[config.mk]
export PLATFORM = sky130hd
export DESIGN_NAME = complete_stage
export DESIGN_NICKNAME = d
export VERILOG_FILES = /design/src/common/ooo_pkg.sv /design/src/design/complete_stage.sv /design/src/design/phys_regfile.sv /design/src/cdb/cdb.sv /design/src/design/fu_mult.sv /design/src/design/fu_alu.sv
export SDC_FILE = /design/constraint.sdc
export NUM_CORES = 2
export LEC_CHECK = 0
export BUFFER_PORTS_ARGS = -buffer_cell sky130_fd_sc_hd__buf_2
export CORE_MARGIN = 1.5
export CORE_UTILIZATION = 45
export DETAILED_ROUTE_END_ITERATION = 8
export PLACE_DENSITY = 0.57
export SETUP_SLACK_MARGIN = 0.3
export SYNTH_ARGS = -nofsm -noshare
export SYNTH_HDL_FRONTEND = slang
export SYNTH_SLANG_ARGS = --single-unit
export TNS_END_PERCENT = 10
[constraint.sdc]
create_clock -name clock -period 22.8 [get_ports clock]
set_input_delay 2.28 -clock clock [delete_from_list [all_inputs] [get_ports clock]]
set_output_delay 2.28 -clock clock [all_outputs]
set_load 0.005 [all_outputs]
[src/common/ooo_pkg.sv]
// ooo_pkg: core sizes, alu opcode enum, rollback age function
package ooo_pkg;

  localparam int num_fu  = 2;   // slot 0 alu, slot 1 mult
  localparam int num_rob = 16;  // reorder buffer entries
  localparam int rob_w   = 4;   // rob index width
  localparam int num_pr  = 32;  // physical registers
  localparam int pr_w    = 5;   // physical tag width
  localparam int data_w  = 32;  // result width
  localparam int reg_w   = 5;   // architectural register index

  // alu opcodes, shifts take b[4:0]
  typedef enum logic [2:0] {
    op_add = 3'd0,
    op_sub = 3'd1,
    op_and = 3'd2,
    op_or  = 3'd3,
    op_xor = 3'd4,
    op_sll = 3'd5,
    op_srl = 3'd6
  } alu_op_e;

  // true when entry sits at or after the rollback point in the rob window.
  // both distances are taken from the rollback index modulo num_rob, so the
  // window wraps cleanly around the end of the rob
  function automatic logic rob_squashed(
    input logic [rob_w-1:0] entry,
    input logic [rob_w-1:0] rollback,
    input logic [rob_w-1:0] tail
  );
    logic [rob_w-1:0] dist_tail;
    logic [rob_w-1:0] dist_entry;
    dist_tail  = tail - rollback;   // wraps modulo num_rob
    dist_entry = entry - rollback;  // wraps modulo num_rob
    return (dist_tail >= dist_entry);
  endfunction

endpackage
[src/design/complete_stage.sv]
// complete_stage: alu, multiplier, cdb and physical register file wiring
module complete_stage import ooo_pkg::*; (
  input  logic              clock,
  input  logic              reset,
  input  logic              alu_valid,
  input  alu_op_e           alu_op,
  input  logic [data_w-1:0] alu_a,
  input  logic [data_w-1:0] alu_b,
  input  logic [pr_w-1:0]   alu_tag,
  input  logic [rob_w-1:0]  alu_rob_idx,
  input  logic [reg_w-1:0]  alu_dest,
  input  logic              mult_valid,
  input  logic [data_w-1:0] mult_a,
  input  logic [data_w-1:0] mult_b,
  input  logic [pr_w-1:0]   mult_tag,
  input  logic [rob_w-1:0]  mult_rob_idx,
  input  logic [reg_w-1:0]  mult_dest,
  input  logic              rollback_en,
  input  logic [rob_w-1:0]  rollback_idx,
  input  logic [rob_w-1:0]  rob_tail,
  input  logic [pr_w-1:0]   rd_tag,
  output logic              alu_ready,
  output logic              mult_ready,
  output logic              complete_en,
  output logic [pr_w-1:0]   complete_tag,
  output logic [rob_w-1:0]  complete_rob_idx,
  output logic [reg_w-1:0]  complete_dest,
  output logic [data_w-1:0] complete_value,
  output logic [data_w-1:0] rd_value
);

  logic [num_fu-1:0]             fu_done;
  logic [num_fu-1:0][pr_w-1:0]   fu_tag;
  logic [num_fu-1:0][rob_w-1:0]  fu_rob_idx;
  logic [num_fu-1:0][reg_w-1:0]  fu_dest;
  logic [num_fu-1:0][data_w-1:0] fu_result;
  logic [num_fu-1:0]             fu_free;

  fu_alu alu0 (  // slot 0
    .clock, .reset,
    .issue_valid(alu_valid), .op(alu_op), .a(alu_a), .b(alu_b),
    .tag(alu_tag), .rob_idx(alu_rob_idx), .dest(alu_dest),
    .rollback_en, .rollback_idx, .rob_tail,
    .free(fu_free[0]), .issue_ready(alu_ready), .done(fu_done[0]),
    .out_tag(fu_tag[0]), .out_rob_idx(fu_rob_idx[0]), .out_dest(fu_dest[0]),
    .result(fu_result[0])
  );

  fu_mult mult0 (  // slot 1
    .clock, .reset,
    .issue_valid(mult_valid), .a(mult_a), .b(mult_b),
    .tag(mult_tag), .rob_idx(mult_rob_idx), .dest(mult_dest),
    .rollback_en, .rollback_idx, .rob_tail,
    .free(fu_free[1]), .issue_ready(mult_ready), .done(fu_done[1]),
    .out_tag(fu_tag[1]), .out_rob_idx(fu_rob_idx[1]), .out_dest(fu_dest[1]),
    .result(fu_result[1])
  );

  cdb cdb0 (
    .clock, .reset,
    .fu_done, .fu_tag, .fu_rob_idx, .fu_dest, .fu_result,
    .rollback_en, .rollback_idx, .rob_tail,
    .free(fu_free),
    .complete_en, .complete_tag, .complete_rob_idx, .complete_dest, .complete_value
  );

  phys_regfile prf0 (  // written straight from the broadcast
    .clock, .reset,
    .write_en(complete_en), .write_tag(complete_tag), .write_value(complete_value),
    .rd_tag, .rd_value
  );

endmodule

[src/design/phys_regfile.sv]
// phys_regfile: 32-entry physical register file, cdb write port, async read
module phys_regfile import ooo_pkg::*; (
  input  logic              clock,
  input  logic              reset,
  input  logic              write_en,
  input  logic [pr_w-1:0]   write_tag,
  input  logic [data_w-1:0] write_value,
  input  logic [pr_w-1:0]   rd_tag,
  output logic [data_w-1:0] rd_value
);

  logic [data_w-1:0] regs [num_pr];
  logic              wr_ok;

  assign wr_ok = write_en && (write_tag != '0);  // p0 stays zero

  always_ff @(posedge clock) begin
    if (reset) begin
      for (int i = 0; i < num_pr; i++) begin
        regs[i] <= '0;
      end
    end else if (wr_ok) begin
      regs[write_tag] <= write_value;
    end
  end

  // combinational read, no bypass of a same-cycle write
  assign rd_value = (rd_tag == '0) ? '0 : regs[rd_tag];

endmodule

[src/cdb/cdb.sv]
// cdb: per-unit result slots, rollback squash, priority broadcast, free flags
module cdb import ooo_pkg::*; (
  input  logic                          clock,
  input  logic                          reset,
  input  logic [num_fu-1:0]             fu_done,
  input  logic [num_fu-1:0][pr_w-1:0]   fu_tag,
  input  logic [num_fu-1:0][rob_w-1:0]  fu_rob_idx,
  input  logic [num_fu-1:0][reg_w-1:0]  fu_dest,
  input  logic [num_fu-1:0][data_w-1:0] fu_result,
  input  logic                          rollback_en,
  input  logic [rob_w-1:0]              rollback_idx,
  input  logic [rob_w-1:0]              rob_tail,
  output logic [num_fu-1:0]             free,
  output logic                          complete_en,
  output logic [pr_w-1:0]               complete_tag,
  output logic [rob_w-1:0]              complete_rob_idx,
  output logic [reg_w-1:0]              complete_dest,
  output logic [data_w-1:0]             complete_value
);

  logic [num_fu-1:0]             taken, taken_n;
  logic [num_fu-1:0][pr_w-1:0]   slot_tag, slot_tag_n;
  logic [num_fu-1:0][rob_w-1:0]  slot_rob, slot_rob_n;
  logic [num_fu-1:0][reg_w-1:0]  slot_dest, slot_dest_n;
  logic [num_fu-1:0][data_w-1:0] slot_value, slot_value_n;
  logic [num_fu-1:0]             live;    // held and surviving rollback
  logic [num_fu-1:0]             bc_sel;  // one-hot broadcast slot
  logic [num_fu-1:0]             fu_dead; // unit output squashed now

  always_comb begin
    for (int i = 0; i < num_fu; i++) begin
      live[i]    = taken[i] &&
                   !(rollback_en && rob_squashed(slot_rob[i], rollback_idx, rob_tail));
      fu_dead[i] = rollback_en && rob_squashed(fu_rob_idx[i], rollback_idx, rob_tail);
    end
  end

  // broadcast from registered slots, lowest index wins
  always_comb begin
    complete_en      = 1'b0;
    complete_tag     = '0;
    complete_rob_idx = '0;
    complete_dest    = '0;
    complete_value   = '0;
    bc_sel           = '0;
    for (int i = 0; i < num_fu; i++) begin
      if (live[i] && !complete_en) begin
        complete_en      = 1'b1;
        complete_tag     = slot_tag[i];
        complete_rob_idx = slot_rob[i];
        complete_dest    = slot_dest[i];
        complete_value   = slot_value[i];
        bc_sel[i]        = 1'b1;
      end
    end
  end

  always_comb begin
    taken_n      = taken;
    slot_tag_n   = slot_tag;
    slot_rob_n   = slot_rob;
    slot_dest_n  = slot_dest;
    slot_value_n = slot_value;
    for (int i = 0; i < num_fu; i++) begin
      if (!taken[i] && fu_done[i]) begin  // capture into empty slot
        taken_n[i]      = 1'b1;
        slot_tag_n[i]   = fu_tag[i];
        slot_rob_n[i]   = fu_rob_idx[i];
        slot_dest_n[i]  = fu_dest[i];
        slot_value_n[i] = fu_result[i];
      end
    end
    if (rollback_en) begin
      for (int i = 0; i < num_fu; i++) begin
        if (rob_squashed(slot_rob_n[i], rollback_idx, rob_tail)) begin
          taken_n[i] = 1'b0;  // younger than the rollback point
        end
      end
    end
    for (int i = 0; i < num_fu; i++) begin
      if (bc_sel[i]) begin
        // same tag means the unit still shows what we just sent
        if (fu_done[i] && fu_tag[i] != slot_tag[i] && !fu_dead[i]) begin
          slot_tag_n[i]   = fu_tag[i];
          slot_rob_n[i]   = fu_rob_idx[i];
          slot_dest_n[i]  = fu_dest[i];
          slot_value_n[i] = fu_result[i];
        end else begin
          taken_n[i] = 1'b0;
        end
      end
    end
    free = ~taken_n;  // unit may move on once its slot drains
  end

  always_ff @(posedge clock) begin
    if (reset) begin
      taken <= '0;
    end else begin
      taken <= taken_n;
    end
  end

  always_ff @(posedge clock) begin
    slot_tag   <= slot_tag_n;
    slot_rob   <= slot_rob_n;
    slot_dest  <= slot_dest_n;
    slot_value <= slot_value_n;
  end

endmodule

[src/design/fu_mult.sv]
// fu_mult: three-stage pipelined multiplier with cdb back-pressure stall
module fu_mult import ooo_pkg::*; (
  input  logic             clock,
  input  logic             reset,
  input  logic             issue_valid,
  input  logic [data_w-1:0] a,
  input  logic [data_w-1:0] b,
  input  logic [pr_w-1:0]  tag,
  input  logic [rob_w-1:0] rob_idx,
  input  logic [reg_w-1:0] dest,
  input  logic             rollback_en,
  input  logic [rob_w-1:0] rollback_idx,
  input  logic [rob_w-1:0] rob_tail,
  input  logic             free,
  output logic             issue_ready,
  output logic             done,
  output logic [pr_w-1:0]  out_tag,
  output logic [rob_w-1:0] out_rob_idx,
  output logic [reg_w-1:0] out_dest,
  output logic [data_w-1:0] result
);

  logic [2:0]             stage_valid;
  logic [2:0][pr_w-1:0]   stage_tag;
  logic [2:0][rob_w-1:0]  stage_rob;
  logic [2:0][reg_w-1:0]  stage_dest;
  logic [2:0][data_w-1:0] stage_prod;   // low product only
  logic [2:0]             stage_squash;
  logic                   squash_in;
  logic                   stall;

  assign stall       = stage_valid[2] && !free;  // last stage blocked
  assign issue_ready = !stall;
  assign squash_in   = rollback_en && rob_squashed(rob_idx, rollback_idx, rob_tail);

  always_comb begin
    for (int s = 0; s < 3; s++) begin
      stage_squash[s] = rollback_en && rob_squashed(stage_rob[s], rollback_idx, rob_tail);
    end
  end

  always_ff @(posedge clock) begin
    if (reset) begin
      stage_valid <= '0;
    end else if (stall) begin
      stage_valid <= stage_valid & ~stage_squash;  // frozen, but still squash
    end else begin
      stage_valid[0] <= issue_valid && !squash_in;
      stage_valid[1] <= stage_valid[0] && !stage_squash[0];
      stage_valid[2] <= stage_valid[1] && !stage_squash[1];
    end
  end

  always_ff @(posedge clock) begin
    if (!stall) begin
      stage_tag[0]  <= tag;
      stage_rob[0]  <= rob_idx;
      stage_dest[0] <= dest;
      stage_prod[0] <= a * b;  // 32-bit context keeps low half
      for (int s = 1; s < 3; s++) begin
        stage_tag[s]  <= stage_tag[s-1];
        stage_rob[s]  <= stage_rob[s-1];
        stage_dest[s] <= stage_dest[s-1];
        stage_prod[s] <= stage_prod[s-1];
      end
    end
  end

  assign done        = stage_valid[2];
  assign out_tag     = stage_tag[2];
  assign out_rob_idx = stage_rob[2];
  assign out_dest    = stage_dest[2];
  assign result      = stage_prod[2];

endmodule

[src/design/fu_alu.sv]
// fu_alu: single-cycle integer alu with held output register
module fu_alu import ooo_pkg::*; (
  input  logic             clock,
  input  logic             reset,
  input  logic             issue_valid,
  input  alu_op_e          op,
  input  logic [data_w-1:0] a,
  input  logic [data_w-1:0] b,
  input  logic [pr_w-1:0]  tag,
  input  logic [rob_w-1:0] rob_idx,
  input  logic [reg_w-1:0] dest,
  input  logic             rollback_en,
  input  logic [rob_w-1:0] rollback_idx,
  input  logic [rob_w-1:0] rob_tail,
  input  logic             free,         // cdb slot empty next cycle
  output logic             issue_ready,
  output logic             done,
  output logic [pr_w-1:0]  out_tag,
  output logic [rob_w-1:0] out_rob_idx,
  output logic [reg_w-1:0] out_dest,
  output logic [data_w-1:0] result
);

  logic [data_w-1:0] alu_out;
  logic              accept;
  logic              squash_in;   // incoming op already dead
  logic              squash_held; // held result killed by rollback

  assign issue_ready = !done || free;  // output reg drains when slot frees
  assign accept      = issue_valid && issue_ready;
  assign squash_in   = rollback_en && rob_squashed(rob_idx, rollback_idx, rob_tail);
  assign squash_held = rollback_en && rob_squashed(out_rob_idx, rollback_idx, rob_tail);

  always_comb begin
    case (op)
      op_add:  alu_out = a + b;
      op_sub:  alu_out = a - b;
      op_and:  alu_out = a & b;
      op_or:   alu_out = a | b;
      op_xor:  alu_out = a ^ b;
      op_sll:  alu_out = a << b[4:0];
      op_srl:  alu_out = a >> b[4:0];  // logical
      default: alu_out = '0;
    endcase
  end

  always_ff @(posedge clock) begin
    if (reset) begin
      done <= 1'b0;
    end else if (accept) begin
      done <= !squash_in;
    end else if (free || squash_held) begin
      done <= 1'b0;  // taken by cdb or squashed
    end
  end

  always_ff @(posedge clock) begin
    if (accept) begin  // payload only moves on handshake
      out_tag     <= tag;
      out_rob_idx <= rob_idx;
      out_dest    <= dest;
      result      <= alu_out;
    end
  end

endmodule

==> metrics <==
outcome complete, no violations; largest net degree at the start of global routing 83; Max VDD drop 0.558 mV; per-cell routed wire length 26.1 µm; kind of end point of the critical path primary output; Ports 258; most common flop cell mapped by yosys edfxtp_1; post-detail-place hpwl 149000 µm; Remaining Overflow, GRT 0; number of buffers and inverters on the critical path 5; type of the worst min-delay path flop to flop; critical path fanouts, max 74; Relative slew margins 17.3%; buffer count from post-CTS setup fixing 0; share of post-route cells with drive strength above 1 17.6%; DRT antenna net count 0; share of the yosys chip area belonging to registers 49.0%; count of input and output buffers 257; flop2flop setup slack 16.49 ns; growth of design area from synthesis to finish 10.5%; cells along the critical path buf_8, buf_4, buf_4, buf_4, mux4_2, mux4_2, mux2i_1, nor2_1, buf_2; areal power density over the cells 144 nW/µm²; TNS Setup 0 ns; number of DRC violations after detailed-routing iteration 0 4934; # rows 152; H-tree lvl count 4; number of resized instances in the post-cts repair step 0; number of flip-flops and latches in the synthesized netlist 1306; DR vias 50000; global-route wire length before repair 338000 µm; area of the die 176000 µm²; classification of the worst setup path input port to primary output; total cell area at the placement stage 81800 µm²; sort of element at the start of the critical path input port; ys async rst share 0%; per-cell via count in the routed design 5.71; cell count after synthesis 6248; cell with the most instances on the worst path buf_4; antenna violations before repair 3; EDFF count, synth 1208; design area 86300 µm²; most common cell after layout, fill and taps aside edfxtp_1; worst hold margin 0.400 ns; most frequent cells in the layout edfxtp_1 (1208), nor2_1 (1156), inv_1 (533); Req. time, crit path 20.52 ns; placer's final routability congestion estimate 0.915; initial standard-cell utilization of the core 45.4%; GRT Util Overall 26.2%; core region area 172000 µm²; mean instance size in the synthesized netlist 12.5 µm²; count of cell types in the netlist 75; DRC errors left 0; sequential standard cell area 38200 µm²; dominant delay contributor by cell family on the critical path buffers and inverters; period utilization 40.7%; CTS sink count 1306; Die X 420 µm; first-pass detailed-route iteration total 5; clock transition at the register clock pins on the worst setup and hold paths after CTS 0.05 ns; Filler Cells Inserted 15200; Final Routed Wirelength 229000 µm; minimum clock period 9.29 ns; hold-fix buffers at CTS 0; standby leakage power 33.4 nW; Hold Vio Cnt, Final 0; Max Fclk 108 MHz; multi-input combinational cell area 36600 µm²; actual transition at the worst max-transition pin 1.24 ns; unrepaired setup endpoints after global routing no; TritonCTS clock tree yes; CTS Buffer Depth 3; CP Data Arrival Time 7.01 ns; maximum cell stage delay along the critical path 0.78 ns; max-slew violations 0; highest-delay cell along the critical path buf_4; vias in the first global route 50800; number of warning messages in the yosys log 0; Post-layout nets 7219; source-to-sink clock delay at the later pin of the worst-skew pair 0.80 ns; Clock Skews 0.0315 ns; total of max-cap violations 0; cts bufs inserted 141; Die Span Y 420 µm; Post-Synthesis Cell Area 78100 µm²; clock root buffer clkbuf_16; final setup violation count 0
## flip-flops by register name (all words and copies together), names as in the netlist, 8 cells and up
name,cells
alu0.result,32
cdb0.slot_dest,10
cdb0.slot_rob,8
cdb0.slot_tag,10
cdb0.slot_value,64
mult0.result,32
mult0.stage_dest,10
mult0.stage_prod,64
mult0.stage_rob,8
mult0.stage_tag,10
prf0.regs,1024
## where the power goes
part	switching, mW	internal (mW)
sequential	0.144	3.24
combinational	3.99	2.86
clock	0.974	1.24
## synthesized netlist by cell type, drive strengths merged (101+ instances only)
library cell | number | area share, %
edfxtp | 1208 | 46
nor2 | 1159 | 5.6
inv | 537 | 2.6
fa | 420 | 11
clkbuf | 395 | 1.9
mux4 | 366 | 11
nand2 | 347 | 1.7
and2 | 322 | 2.6
ha | 288 | 4.6
xnor2 | 142 | 1.6
mux2i | 101 | 1.3
## final cells by class
class	count	area share, %
Multi-Input combinational cell	3981	42.4
Tap cell	2310	3.35
Sequential cell	1306	44.3
Inverter	537	2.34
Clock inverter	76	0.864
Timing Repair Buffer	367	2.48
Clock buffer	179	4.28
Antenna cell	2	0.00580
## worst reg2reg max path: stages, from the launching register on
cell,delay [ns]
dfxtp_1,0.32
inv_1,0.10
ha_1,0.15
inv_1,0.06
fa_1,0.47
inv_1,0.04
ha_1,0.29
o31a_1,0.11
o21ai_1,0.26
a21o_2,0.22
buf_4,0.65
nand2_1,0.31
a22oi_1,0.84
nand2_2,0.87
nand2_2,1.21
## through the flow
stage                     utilization, %  power, mW  setup WS, ns  cells
after global routing                50.2       13.3         13.09   8757
after detailed placement            47.6       10.4         13.27   8501
after floorplan                        -       8.24         12.45   6279
after global placement              47.6       10.3         13.28   8501
after CTS                           50.2       12.6         13.28   8756
final                               50.2       12.4         13.51   8758
## routing by layer
| layer | share of wire [%] | GRT usage (%) | wire length [µm] | up-vias |
|---|---|---|---|---|
| met4 | 3.7 | 9.41 | 8420 | 0 |
| met2 | 50 | 44.5 | 115000 | 1939 |
| met5 | 0 | 0 | 0 | - |
| met1 | 40 | 34.3 | 91100 | 25900 |
| li1 | - | - | - | 21800 |
| met3 | 6.4 | 3.48 | 14700 | 357 |
## final timing paths
kind                                    startpoint                  to  depth (start not counted)
worst max-delay path                     rd_tag[0]        rd_value[31]                          9
worst min register to register  mult0.stage_tag[3]  mult0.stage_tag[8]                          0
worst max register to register    cdb0.slot_rob[0]   prf0.regs[30][19]                         14
worst min-delay path            mult0.stage_tag[3]  mult0.stage_tag[8]                          0
## kinds of logic after synthesis
family                   Yosys count  synth area share [%]
other                              1               0.00480
multiplexers                     567                  13.3
buffers and inverters            992                  4.81
AND/OR/NAND/NOR                 1967                  10.9
adder cells (fa/ha/maj)          708                  15.4
AO/OA/AOI/OAI                    522                  4.55
flip-flops                      1306                  49.0
XOR/XNOR                         185                  2.10
(Power assumes the default switching activity.)
